### src/rtl/slc3_ctrl_pkg.sv
package slc3_ctrl_pkg;

    // Control states, grouped by phase
    typedef enum logic [4:0] {
        S_HALTED,
        S_FETCH_MAR, S_FETCH_RD, S_FETCH_WAIT, S_FETCH_IR, S_DECODE,
        S_ADD, S_AND, S_NOT,
        S_BR, S_BR_TAKEN,
        S_JMP, S_JSR_SAVE, S_JSR_JUMP,
        S_LDR_MAR, S_LDR_RD, S_LDR_WAIT, S_LDR_REG,
        S_STR_MAR, S_STR_MDR, S_STR_WR,
        S_PAUSE_1, S_PAUSE_2
    } state_e;

    // --------------------------------------------------
    // Datapath select encodings
    // --------------------------------------------------
    typedef enum logic [1:0] {ALU_ADD, ALU_AND, ALU_NOT, ALU_PASSA} aluk_e;

    typedef enum logic [1:0] {PC_PLUS1, PC_BUS, PC_ADDER} pcmux_e;

    typedef enum logic [1:0] {ADDR2_ZERO, ADDR2_OFF6, ADDR2_OFF9, ADDR2_OFF11} addr2_e;

    // One driver on the bus at a time
    typedef enum logic [1:0] {BUS_PC, BUS_MDR, BUS_ALU, BUS_MARMUX} bus_sel_e;

endpackage

### src/rtl/slc3_isa_pkg.sv
package slc3_isa_pkg;

    // --------------------------------------------------
    // Widths
    // --------------------------------------------------
    localparam int WORD_W     = 16;
    localparam int REG_IDX_W  = 3;
    localparam int NUM_REGS   = 8;
    localparam int MEM_ADDR_W = 8;
    localparam int MEM_DEPTH  = 256;
    localparam int LED_W      = 12;

    typedef logic [WORD_W-1:0]     word_t;
    typedef logic [REG_IDX_W-1:0]  reg_idx_t;
    typedef logic [MEM_ADDR_W-1:0] mem_addr_t;

    // --------------------------------------------------
    // Opcodes, IR[15:12]
    // --------------------------------------------------
    // PAUSE takes the slot of the LC-3 reserved opcode
    typedef enum logic [3:0] {
        OP_BR    = 4'b0000,
        OP_ADD   = 4'b0001,
        OP_JSR   = 4'b0100,
        OP_AND   = 4'b0101,
        OP_LDR   = 4'b0110,
        OP_STR   = 4'b0111,
        OP_NOT   = 4'b1001,
        OP_JMP   = 4'b1100,
        OP_PAUSE = 4'b1101
    } opcode_e;

endpackage

### src/rtl/cpu.sv
`timescale 1ns/1ns

module cpu (
    input  logic                           clk,
    input  logic                           rst_i,
    input  logic                           run_i,
    input  logic                           continue_i,
    input  slc3_isa_pkg::word_t            mem_rdata_i,
    output slc3_isa_pkg::word_t            mem_wdata_o,
    output slc3_isa_pkg::word_t            mem_addr_o,
    output logic                           mem_ena_o,
    output logic                           mem_we_o,
    output logic [slc3_isa_pkg::LED_W-1:0] led_o,
    output slc3_isa_pkg::word_t            hex_o,
    output logic                           paused_o
);

    import slc3_isa_pkg::*;
    import slc3_ctrl_pkg::*;

    logic     ld_mar, ld_mdr, ld_ir, ld_pc, ld_reg, ld_cc, ld_ben, ld_led;
    logic     addr1_sel, sr1_sel, sr2_sel, dr_sel, mio_sel;
    bus_sel_e bus_sel;
    aluk_e    aluk;
    pcmux_e   pcmux;
    addr2_e   addr2_sel;

    word_t    pc, ir, mar, mdr, bus;
    word_t    pc_next, mdr_next;
    word_t    sr1_val, sr2_val, alu_b, alu_out;
    word_t    addr1, addr2, marmux;
    word_t    sext5, sext6, sext9, sext11;
    reg_idx_t dr, sr1;
    logic     n, z, p, ben;

    cpu_control u_control (
        .clk(clk), .rst_i(rst_i), .run_i(run_i), .continue_i(continue_i),
        .ir_i(ir), .ben_i(ben),
        .ld_mar_o(ld_mar), .ld_mdr_o(ld_mdr), .ld_ir_o(ld_ir), .ld_pc_o(ld_pc),
        .ld_reg_o(ld_reg), .ld_cc_o(ld_cc), .ld_ben_o(ld_ben), .ld_led_o(ld_led),
        .bus_sel_o(bus_sel), .aluk_o(aluk), .pcmux_o(pcmux), .addr2_sel_o(addr2_sel),
        .addr1_sel_o(addr1_sel), .sr1_sel_o(sr1_sel), .sr2_sel_o(sr2_sel),
        .dr_sel_o(dr_sel), .mio_sel_o(mio_sel),
        .mem_ena_o(mem_ena_o), .mem_we_o(mem_we_o), .paused_o(paused_o)
    );

    reg_file u_reg_file (
        .clk(clk), .rst_i(rst_i), .ld_reg_i(ld_reg),
        .dr_i(dr), .sr1_i(sr1), .sr2_i(ir[2:0]),
        .bus_i(bus), .sr1_o(sr1_val), .sr2_o(sr2_val)
    );

    // --------------------------------------------------
    // Operand muxes and sign extension
    // --------------------------------------------------
    assign dr     = dr_sel  ? 3'd7 : ir[11:9];
    assign sr1    = sr1_sel ? ir[8:6] : ir[11:9];
    assign sext5  = {{11{ir[4]}}, ir[4:0]};
    assign sext6  = {{10{ir[5]}}, ir[5:0]};
    assign sext9  = {{7{ir[8]}}, ir[8:0]};
    assign sext11 = {{5{ir[10]}}, ir[10:0]};
    assign alu_b  = sr2_sel ? sext5 : sr2_val;
    assign addr1  = addr1_sel ? sr1_val : pc;

    always_comb begin
        case (addr2_sel)
            ADDR2_OFF6:  addr2 = sext6;
            ADDR2_OFF9:  addr2 = sext9;
            ADDR2_OFF11: addr2 = sext11;
            default:     addr2 = '0;
        endcase
    end

    assign marmux = addr1 + addr2;

    always_comb begin
        case (aluk)
            ALU_ADD: alu_out = sr1_val + alu_b;
            ALU_AND: alu_out = sr1_val & alu_b;
            ALU_NOT: alu_out = ~sr1_val;
            default: alu_out = sr1_val;
        endcase
    end

    always_comb begin
        case (bus_sel)
            BUS_PC:  bus = pc;
            BUS_MDR: bus = mdr;
            BUS_ALU: bus = alu_out;
            default: bus = marmux;
        endcase
    end

    always_comb begin
        case (pcmux)
            PC_BUS:   pc_next = bus;
            PC_ADDER: pc_next = marmux;
            default:  pc_next = pc + 16'd1;
        endcase
    end

    assign mdr_next = mio_sel ? mem_rdata_i : bus;

    // --------------------------------------------------
    // Registers
    // --------------------------------------------------
    always_ff @(posedge clk) begin
        if (rst_i) begin
            pc    <= '0;
            ir    <= '0;
            n     <= 1'b0;
            z     <= 1'b1;
            p     <= 1'b0;
            ben   <= 1'b0;
            led_o <= '0;
        end else begin
            if (ld_pc) pc <= pc_next;
            if (ld_ir) ir <= bus;
            // Codes from the value being written back
            if (ld_cc) begin
                n <= bus[15];
                z <= (bus == '0);
                p <= !bus[15] && (bus != '0);
            end
            if (ld_ben) ben <= (n & ir[11]) | (z & ir[10]) | (p & ir[9]);
            if (ld_led) led_o <= ir[LED_W-1:0];
        end
    end

    always_ff @(posedge clk) begin
        if (ld_mar) mar <= bus;
        if (ld_mdr) mdr <= mdr_next;
    end

    assign mem_addr_o  = mar;
    assign mem_wdata_o = mdr;
    assign hex_o       = ir;

endmodule

### src/rtl/cpu_control.sv
`timescale 1ns/1ns

module cpu_control (
    input  logic                      clk,
    input  logic                      rst_i,
    input  logic                      run_i,
    input  logic                      continue_i,
    input  slc3_isa_pkg::word_t       ir_i,
    input  logic                      ben_i,
    output logic                      ld_mar_o,
    output logic                      ld_mdr_o,
    output logic                      ld_ir_o,
    output logic                      ld_pc_o,
    output logic                      ld_reg_o,
    output logic                      ld_cc_o,
    output logic                      ld_ben_o,
    output logic                      ld_led_o,
    output slc3_ctrl_pkg::bus_sel_e   bus_sel_o,
    output slc3_ctrl_pkg::aluk_e      aluk_o,
    output slc3_ctrl_pkg::pcmux_e     pcmux_o,
    output slc3_ctrl_pkg::addr2_e     addr2_sel_o,
    output logic                      addr1_sel_o,
    output logic                      sr1_sel_o,
    output logic                      sr2_sel_o,
    output logic                      dr_sel_o,
    output logic                      mio_sel_o,
    output logic                      mem_ena_o,
    output logic                      mem_we_o,
    output logic                      paused_o
);

    import slc3_isa_pkg::*;
    import slc3_ctrl_pkg::*;

    state_e state;
    state_e state_next;

    always_ff @(posedge clk) begin
        if (rst_i) begin
            state <= S_HALTED;
        end else begin
            state <= state_next;
        end
    end

    // --------------------------------------------------
    // Next state
    // --------------------------------------------------
    always_comb begin
        state_next = state;
        case (state)
            S_HALTED:     if (run_i) state_next = S_FETCH_MAR;
            S_FETCH_MAR:  state_next = S_FETCH_RD;
            S_FETCH_RD:   state_next = S_FETCH_WAIT;
            S_FETCH_WAIT: state_next = S_FETCH_IR;
            S_FETCH_IR:   state_next = S_DECODE;
            S_DECODE: begin
                case (opcode_e'(ir_i[15:12]))
                    OP_ADD:   state_next = S_ADD;
                    OP_AND:   state_next = S_AND;
                    OP_NOT:   state_next = S_NOT;
                    OP_BR:    state_next = S_BR;
                    OP_JMP:   state_next = S_JMP;
                    OP_JSR:   state_next = S_JSR_SAVE;
                    OP_LDR:   state_next = S_LDR_MAR;
                    OP_STR:   state_next = S_STR_MAR;
                    OP_PAUSE: state_next = S_PAUSE_1;
                    default:  state_next = S_FETCH_MAR;
                endcase
            end
            S_BR:         state_next = ben_i ? S_BR_TAKEN : S_FETCH_MAR;
            S_JSR_SAVE:   state_next = S_JSR_JUMP;
            S_LDR_MAR:    state_next = S_LDR_RD;
            S_LDR_RD:     state_next = S_LDR_WAIT;
            S_LDR_WAIT:   state_next = S_LDR_REG;
            S_STR_MAR:    state_next = S_STR_MDR;
            S_STR_MDR:    state_next = S_STR_WR;
            S_PAUSE_1:    if (continue_i) state_next = S_PAUSE_2;
            S_PAUSE_2:    if (!continue_i) state_next = S_FETCH_MAR;
            // Last cycle of every other instruction
            default:      state_next = S_FETCH_MAR;
        endcase
    end

    // --------------------------------------------------
    // Output decode
    // --------------------------------------------------
    always_comb begin
        ld_mar_o    = 1'b0;
        ld_mdr_o    = 1'b0;
        ld_ir_o     = 1'b0;
        ld_pc_o     = 1'b0;
        ld_reg_o    = 1'b0;
        ld_cc_o     = 1'b0;
        ld_ben_o    = 1'b0;
        ld_led_o    = 1'b0;
        bus_sel_o   = BUS_PC;
        aluk_o      = ALU_PASSA;
        pcmux_o     = PC_PLUS1;
        addr2_sel_o = ADDR2_ZERO;
        addr1_sel_o = 1'b0;
        sr1_sel_o   = 1'b0;
        sr2_sel_o   = 1'b0;
        dr_sel_o    = 1'b0;
        mio_sel_o   = 1'b0;
        mem_ena_o   = 1'b0;
        mem_we_o    = 1'b0;
        paused_o    = 1'b0;
        case (state)
            // Idle counts as paused so the program port owns the RAM
            S_HALTED: paused_o = 1'b1;
            S_FETCH_MAR: begin
                ld_mar_o = 1'b1;
                ld_pc_o  = 1'b1;
            end
            S_FETCH_RD, S_LDR_RD: mem_ena_o = 1'b1;
            S_FETCH_WAIT, S_LDR_WAIT: begin
                ld_mdr_o  = 1'b1;
                mio_sel_o = 1'b1;
            end
            S_FETCH_IR: begin
                bus_sel_o = BUS_MDR;
                ld_ir_o   = 1'b1;
            end
            S_DECODE: ld_ben_o = 1'b1;
            S_ADD, S_AND, S_NOT: begin
                sr1_sel_o = 1'b1;
                sr2_sel_o = ir_i[5];
                bus_sel_o = BUS_ALU;
                ld_reg_o  = 1'b1;
                ld_cc_o   = 1'b1;
                if (state == S_ADD) begin
                    aluk_o = ALU_ADD;
                end else if (state == S_AND) begin
                    aluk_o = ALU_AND;
                end else begin
                    aluk_o = ALU_NOT;
                end
            end
            S_BR_TAKEN: begin
                addr2_sel_o = ADDR2_OFF9;
                pcmux_o     = PC_ADDER;
                ld_pc_o     = 1'b1;
            end
            // BaseR + 0 onto the bus, then into PC
            S_JMP: begin
                sr1_sel_o   = 1'b1;
                addr1_sel_o = 1'b1;
                bus_sel_o   = BUS_MARMUX;
                pcmux_o     = PC_BUS;
                ld_pc_o     = 1'b1;
            end
            S_JSR_SAVE: begin
                dr_sel_o = 1'b1;
                ld_reg_o = 1'b1;
            end
            S_JSR_JUMP: begin
                addr2_sel_o = ADDR2_OFF11;
                pcmux_o     = PC_ADDER;
                ld_pc_o     = 1'b1;
            end
            S_LDR_MAR, S_STR_MAR: begin
                sr1_sel_o   = 1'b1;
                addr1_sel_o = 1'b1;
                addr2_sel_o = ADDR2_OFF6;
                bus_sel_o   = BUS_MARMUX;
                ld_mar_o    = 1'b1;
            end
            S_LDR_REG: begin
                bus_sel_o = BUS_MDR;
                ld_reg_o  = 1'b1;
                ld_cc_o   = 1'b1;
            end
            // Source register is IR[11:9] for a store
            S_STR_MDR: begin
                bus_sel_o = BUS_ALU;
                ld_mdr_o  = 1'b1;
            end
            S_STR_WR: begin
                mem_ena_o = 1'b1;
                mem_we_o  = 1'b1;
            end
            S_PAUSE_1: begin
                ld_led_o = 1'b1;
                paused_o = 1'b1;
            end
            default: ;
        endcase
    end

endmodule

### src/rtl/reg_file.sv
`timescale 1ns/1ns

module reg_file (
    input  logic                   clk,
    input  logic                   rst_i,
    input  logic                   ld_reg_i,
    input  slc3_isa_pkg::reg_idx_t dr_i,
    input  slc3_isa_pkg::reg_idx_t sr1_i,
    input  slc3_isa_pkg::reg_idx_t sr2_i,
    input  slc3_isa_pkg::word_t    bus_i,
    output slc3_isa_pkg::word_t    sr1_o,
    output slc3_isa_pkg::word_t    sr2_o
);

    import slc3_isa_pkg::*;

    word_t               regs [NUM_REGS];
    logic [NUM_REGS-1:0] wr_en;

    // One-hot write decode
    assign wr_en = ld_reg_i ? (NUM_REGS'(1) << dr_i) : '0;

    for (genvar i = 0; i < NUM_REGS; i++) begin : g_reg
        always_ff @(posedge clk) begin
            if (rst_i) begin
                regs[i] <= '0;
            end else if (wr_en[i]) begin
                regs[i] <= bus_i;
            end
        end
    end

    // Read ports
    assign sr1_o = regs[sr1_i];
    assign sr2_o = regs[sr2_i];

endmodule

### src/rtl/slc3_top.sv
`timescale 1ns/1ns

module slc3_top (
    input  logic                           clk,
    input  logic                           rst_i,
    input  logic                           run_i,
    input  logic                           continue_i,
    input  logic                           prog_we_i,
    input  slc3_isa_pkg::mem_addr_t        prog_addr_i,
    input  slc3_isa_pkg::word_t            prog_data_i,
    output slc3_isa_pkg::word_t            prog_rdata_o,
    output logic [slc3_isa_pkg::LED_W-1:0] led_o,
    output slc3_isa_pkg::word_t            hex_o,
    output logic                           paused_o
);

    import slc3_isa_pkg::*;

    word_t mem_rdata, mem_wdata, mem_addr;
    logic  mem_ena, mem_we;

    cpu u_cpu (
        .clk(clk), .rst_i(rst_i), .run_i(run_i), .continue_i(continue_i),
        .mem_rdata_i(mem_rdata), .mem_wdata_o(mem_wdata), .mem_addr_o(mem_addr),
        .mem_ena_o(mem_ena), .mem_we_o(mem_we),
        .led_o(led_o), .hex_o(hex_o), .paused_o(paused_o)
    );

    // Low address bits pick the word; idle processor hands the RAM to the program port
    sync_sram u_sram (
        .clk(clk),
        .cpu_addr_i(mem_addr[MEM_ADDR_W-1:0]), .cpu_wdata_i(mem_wdata),
        .cpu_ena_i(mem_ena), .cpu_we_i(mem_we),
        .prog_sel_i(paused_o), .prog_we_i(prog_we_i),
        .prog_addr_i(prog_addr_i), .prog_data_i(prog_data_i),
        .rdata_o(mem_rdata)
    );

    // Shared read register serves both ports
    assign prog_rdata_o = mem_rdata;

endmodule

### src/rtl/sync_sram.sv
`timescale 1ns/1ns

module sync_sram (
    input  logic                    clk,
    input  slc3_isa_pkg::mem_addr_t cpu_addr_i,
    input  slc3_isa_pkg::word_t     cpu_wdata_i,
    input  logic                    cpu_ena_i,
    input  logic                    cpu_we_i,
    input  logic                    prog_sel_i,
    input  logic                    prog_we_i,
    input  slc3_isa_pkg::mem_addr_t prog_addr_i,
    input  slc3_isa_pkg::word_t     prog_data_i,
    output slc3_isa_pkg::word_t     rdata_o
);

    import slc3_isa_pkg::*;

    word_t     mem [MEM_DEPTH];
    mem_addr_t addr;
    word_t     wdata;
    logic      we;
    logic      re;

    // Program port in front of the processor port
    assign addr  = prog_sel_i ? prog_addr_i : cpu_addr_i;
    assign wdata = prog_sel_i ? prog_data_i : cpu_wdata_i;
    assign we    = prog_sel_i ? prog_we_i : (cpu_ena_i && cpu_we_i);
    // Program side reads every cycle
    assign re    = prog_sel_i || (cpu_ena_i && !cpu_we_i);

    always_ff @(posedge clk) begin
        if (we) mem[addr] <= wdata;
        if (re) rdata_o <= mem[addr];
    end

endmodule

### config.mk
export PLATFORM = sky130hd
export DESIGN_NAME = slc3_top
export DESIGN_NICKNAME = d
export VERILOG_FILES = /design/src/rtl/slc3_ctrl_pkg.sv /design/src/rtl/slc3_isa_pkg.sv /design/src/rtl/cpu.sv /design/src/rtl/cpu_control.sv /design/src/rtl/reg_file.sv /design/src/rtl/slc3_top.sv /design/src/rtl/sync_sram.sv
export SDC_FILE = /design/constraint.sdc
export NUM_CORES = 2
export LEC_CHECK = 0
export BUFFER_PORTS_ARGS = -buffer_cell sky130_fd_sc_hd__buf_2
export CORE_MARGIN = 2
export CORE_UTILIZATION = 61
export CTS_CLUSTER_DIAMETER = 80
export DETAILED_ROUTE_END_ITERATION = 8
export PLACE_DENSITY_LB_ADDON = 0.05
export RECOVER_POWER = 25
export SLEW_MARGIN = 20
export SYNTH_ARGS = -nofsm -noshare
export SYNTH_HDL_FRONTEND = slang
export SYNTH_MEMORY_MAX_BITS = 65536
export SYNTH_SLANG_ARGS = --single-unit
export TNS_END_PERCENT = 30
### constraint.sdc
create_clock -name clk -period 7.6 [get_ports clk]
set_clock_uncertainty 0.2 [all_clocks]
set_input_delay 2.28 -clock clk [delete_from_list [all_inputs] [get_ports clk]]
set_output_delay 2.28 -clock clk [all_outputs]
set_load 0.01 [all_outputs]
## After elaboration in Yosys (flattened, before gate mapping)

Memory sizes are Yosys's and may differ from the RTL's. A register that Yosys moved wholly into a read port is not among the register bits.
Index checks and enable logic that the tools add are counted.
W data, S select, Z words.

- Memory bits (read-only): 80
- RAM bits: 4,224
- Output and inout bits: 45
- Bits of input ports: 29
- Memories kept: 3
- Bits in registers: 77

- Reduce and logical (&&, ||, !) cells: 27
- Bitwise gates (word level): 15
- Shift-type cells: 1
- Equal/unequal tests: 34
- Add/subtract/negate cells: 3
- Muxes and demuxes: 80

Memories:

| name | words | bits a word | rd ports | clocked after memory_dff | wr ports | line | text |
|---|---|---|---|---|---|---|---|
| u_sram.mem | 256 | 16 | 1 | 1 | 1 | sync_sram.sv:18 | `word_t mem [MEM_DEPTH];` |
| u_cpu.u_reg_file.regs | 8 | 16 | 2 | 1 | 8 | reg_file.sv:17 | `word_t regs [NUM_REGS];` |
| (no name shown) | 16 | 5 | 1 | 1 | 0 | cpu_control.sv:58 | `case (opcode_e'(ir_i[15:12]))` |

Operator list:

| kind | count |
|---|---|
| $mux W16 | 12 |
| $pmux W16 S3 | 3 |
| $pmux W5 S15 | 1 |
| $mux W1 | 45 |
| $eq A5 B4 Y1 const B | 8 |
| $eq A5 B5 Y1 const B | 7 |
| $add A16 B16 Y16 | 2 |
| $pmux W16 S2 | 1 |
| $eq A5 B3 Y1 const B | 4 |
| $add A16 B1 Y16 const B | 1 |
| $and A16 B16 Y16 | 1 |
| $logic_not A16 Y1 | 1 |
| $mux W8 | 2 |
| $not A16 Y16 | 1 |
| $reduce_bool A16 Y1 | 1 |
| $mux W5 | 3 |
| $reduce_or A3 Y1 | 5 |
| $mux W3 | 4 |
| $mux W4 | 3 |
| $pmux W2 S3 | 2 |
| $reduce_or A4 Y1 | 3 |
| $eq A2 B2 Y1 const B | 5 |
| $eq A5 B2 Y1 const B | 2 |
| $or A1 B1 Y1 | 10 |
| 16 further kinds | 33 |

## Longest topological paths before layout

An unclocked memory read counts as a cell.

- Depth in word-level cells: 10
- Depth in mapped cells: 29
- Depth with buffers taken out: 24

## Modules after synthesis

Synthesis repeated with hierarchy kept, for this count alone.

- Cell total of the unflattened synthesis: 9,248
- Area total of the unflattened synthesis: 171,484.5 µm²

By module, submodules not included:

| module | area each (µm²) | cells an instance | instances | sequential area each (µm²) |
|---|---|---|---|---|
| sync_sram | 157,144.5 | 7,930 | 1 | 123,478.4 |
| reg_file | 6,912.9 | 431 | 1 | 3,843.7 |
| cpu | 6,451.2 | 736 | 1 | 1,921.8 |
| cpu_control | 975.9 | 151 | 1 | 100.1 |

## Worst setup path after synthesis

No wires, ideal clock.

- Kind: input port to flip-flop
- From: in prog_data_i[0]
- To: mem u_sram.mem[0][0] (netlist name), data pin
- Path buffers: 0
- Stages on the path: 2
- Data required time: 6,577 ps
- Data arrival time: 5,377 ps
- Path slack: 1,201 ps
- Cells stage by stage: nand2_1 nand2_1

- Cells in the longest elaborated chain, start to end: 1

RTL lines:

| element | line | text |
|---|---|---|
| start: declaration | slc3_top.sv:10 | `input slc3_isa_pkg::word_t prog_data_i,` |
| $mux W16 | sync_sram.sv:26 | `assign wdata = prog_sel_i ? prog_data_i : cpu_wdata_i;` |
| via u_sram.wdata[0] | sync_sram.sv:20 | `word_t wdata;` |
| end: declaration | sync_sram.sv:18 |  |

The timed path passes the listed nets, and every way through them passes these cells.

## Final worst setup path

- From: reg u_cpu.u_control.state[0]
- To: mem u_sram.mem[26][7] (netlist name), data pin

- Cells in the longest elaborated chain, start to end: 4
- Elaborated cells on any way between the ends: 5

RTL lines:

| element | line | text |
|---|---|---|
| start: declaration | cpu_control.sv:35 | `state_e state;` |
| start signal: assignment | cpu_control.sv:42 | `state <= state_next;` |
| $eq A5 B5 Y1 / $logic_not A5 Y1 (equally long branches) | cpu_control.sv:109 | `case (state)` |
| $reduce_or A2 Y1 (no source line) * | n/a |  |
| $mux W1 * | cpu_control.sv:109 |  |
| $mux W16 * | sync_sram.sv:26 |  |
| via u_sram.wdata[7] | sync_sram.sv:20 |  |

The timed path passes the listed nets; every way through them passes the cells marked *.

==> run_results.csv <==
group,metric,value,unit
clocking,clock-sinks,4325,
route,drtAntennaViolNets,0,
job,max_cap_viol_count,26,
sta,finalHoldViolations,0,
worst_hold_path,hold_path.class,"reg2reg",
cells_and_area,n_fill_cell,17300,
critical_path,end_kind,"flop",
clocking,cts_tree,"done",
floorplan,rows,193,
sta,slew_violations,2301,
clocking,insertion_delay,990,ps
cells_and_area,final_cell_area,192000,µm²
sta,period_needed,7190,ps
critical_path,critical-path-max-stage-delay,1920,ps
logic_synthesis,synth.most_common_cell,"edfxtp_1",
logic_synthesis,syn-cell-area,169000,µm²
route,wl_per_cell,36.9,µm
floorplan,dieArea,282000,µm²
route,dr.first_iter.drc_count,13400,
logic_synthesis,synthDistinctLibCells,90,
global_routing,grt_pass1_wl,672000,µm
logic_synthesis,synth_common_cells,"edfxtp_1, mux4_2, a22oi_1",
critical_path,worstSetupPathType,"reg2reg",
sta,finalSetupViolCount,0,
clocking,post_cts_buffers,0,
floorplan,initial_core_util,0.613,
placed_design,place_hpwl,294000,µm
status,failed_checks,"max-capacitance violations, max-slew violations",
critical_path,cp.required,7790,ps
global_routing,grt_max_degree,202,
sta,hold_ws,255,ps
logic_synthesis,synth_ff_type,"edfxtp_1",
critical_path,cp-start-kind,"flop",
floorplan,die_w,531,µm
critical_path,cp_data_arrival_time,7380,ps
logic_synthesis,async_flop_share,0,
clocking,cts_buffer_depth,4,
logic_synthesis,synth.area.top_cells,"edfxtp_1, mux4_2, a22oi_1",
route,vias,91000,
cells_and_area,layout.nets,9016,
power,ir_drop,0.250,mV
critical_path,crit_chain,"clkbuf_1 -> and3_1 -> o21ai_4 -> inv_1 -> buf_4 -> nand2_1 -> nand2_1 -> buf_2",
logic_synthesis,postSynthCellCount,8361,
global_routing,grt_usage,0.342,
sta,slew_headroom,-1.71,
clocking,root_buffer,"clkbuf_16",
route,wl,480000,µm
logic_synthesis,ys_ff_latch,4325,
logic_synthesis,ys.warnings.count,0,
sta,worst_pin_slew,4060,ps
critical_path,slowest_stage,"nand2_1",
power,p_leak,60.4,nW
clocking,path_clk_slew,60,ps
placed_design,dp_slack,639,ps
cells_and_area,syn2layout_area_growth,13.3,%
sta,setup_slack,407,ps
sta,fmax,0.139,GHz
critical_path,crit_top_cell,"nand2_1",
route,viasPerCell,6.99,
status,status,"finished, violations left",
floorplan,io_pins,74,
logic_synthesis,yosys.area.top_type,"edfxtp_1",
placed_design,gp_congestion,0.949,
logic_synthesis,syn-num-nets,8426,
floorplan,die_h,531,µm
global_routing,grt_pass1_vias,88400,
sta,rsz0062_at_grt,"false",
cells_and_area,fin_cells,13000,
logic_synthesis,synth_edf_count,4264,
sta,post-route-period-util,0.946,
placed_design,placed_area,178000,µm²
cells_and_area,drive_above_1_share,0.265,
floorplan,core_area,276000,µm²
global_routing,antenna_found_initial,29,
logic_synthesis,synth_seq_area_share,0.763,
route,firstDrtPassIters,6,
critical_path,path_max_fanout,116,
cells_and_area,fin_util,0.695,
logic_synthesis,syn_avg_cell_area,20.3,µm²
placed_design,dpl.cell_count,12200,
global_routing,grt-ovfl-total,0,
power,power.density,289,nW/µm²
route,drc,0,
logic_synthesis,synth_top_area_frac,0.756,
sta,final.setup.tns,0,ps
placed_design,place.port_buffers,73,
clocking,htree_levels,5,
clocking,cts_made_buffers,424,
power,power,55.5,mW
## per-layer routing
layer  vias to the layer above  track usage  routed length [µm]
met5                         -            0                 210
met4                        34        0.125               20000
met3                       927       0.0846               56000
met2                      5750        0.520              225000
met1                     48100        0.489              179000
li1                      36100            -                   -
## kinds of logic (layout without fill, tap and decap cells)
logic type	Yosys count	count (layout)	share of synthesized area
buffers and inverters	573	1506	0.0130
AND/OR/NAND/NOR	1046	1046	0.0266
adder cells (fa/ha/maj)	36	36	0.00275
flip-flops	4325	4325	0.763
multiplexers	1121	1121	0.145
other	0	15	0
AO/OA/AOI/OAI	1241	1241	0.0487
XOR/XNOR	19	19	0.000982
## final cells by class
type	count	area (µm²)	share of cell area
antenna	15	37.5	0.000196
clock inverter	256	2670	0.0139
clock buffer	513	11100	0.0580
timing repair buffer	683	5630	0.0294
multi-input combinational	3463	38300	0.200
sequential	4325	129000	0.674
inverter	54	203	0.00106
tap	3705	4640	0.0242
## report_power, final
part / total (mW) / internal [mW] / switching (mW)
clock: 21.0 / 12.1 / 8.92
sequential: 27.6 / 27.4 / 0.225
combinational: 6.98 / 2.44 / 4.53
total: 55.5 / 41.9 / 13.7
## registers in the layout (all words and copies together), names as in the netlist, 5 cells and up, named ones only
name,flops
u_sram.rdata_o,16
u_cpu.led_o,12
u_cpu.hex_o,16
u_cpu.u_control.state,5
u_sram.mem,4096
u_cpu.mem_addr_o,8
u_cpu.u_reg_file.regs,128
u_cpu.pc,16
u_cpu.mem_wdata_o,16
## final timing paths
check / from / to / slack, ps / cells after the start
max reg2reg: u_cpu.u_control.state[0] / u_sram.mem[26][7] / 410 / 8
max: u_cpu.u_control.state[0] / u_sram.mem[26][7] / 410 / 8
min reg2reg: u_cpu.led_o[10] / u_cpu.led_o[10] / 250 / 2
min: u_cpu.led_o[10] / u_cpu.led_o[10] / 250 / 2
## placed cells by master, fill, tap and decap left out, drive strengths merged, types with 15 or more instances in the layout
| cell | instances |
|---|---|
| a21o | 24 |
| clkbuf | 539 |
| a211oi | 20 |
| nor3 | 33 |
| o21ai | 103 |
| inv | 69 |
| a31oi | 19 |
| buf | 657 |
| o211ai | 17 |
| nor4 | 30 |
| bufinv | 48 |
| edfxtp | 4264 |
| a22oi | 521 |
| nand4 | 25 |
| ha | 34 |
| diode | 15 |
| and3 | 24 |
| nand3 | 47 |
| clkinv | 180 |
| a21oi | 403 |
| nor2 | 504 |
| dfxtp | 61 |
| mux2i | 52 |
| nand2 | 299 |
| mux4 | 1064 |
## worst max-delay path: cells and delay by family (launching register included)
family	cells	cell delay, ps
AO/OA/AOI/OAI	1	230
buffers and inverters	4	2900
flip-flops	1	540
AND/OR/NAND/NOR	3	2350
## repair_timing
item | CTS | global route
resized for setup | 0 | 1
hold buffers | 0 | 0
endpoints found under the setup margin | 0 | 1
hold endpoints to repair | 0 | 0
(Power assumes the default switching activity.)
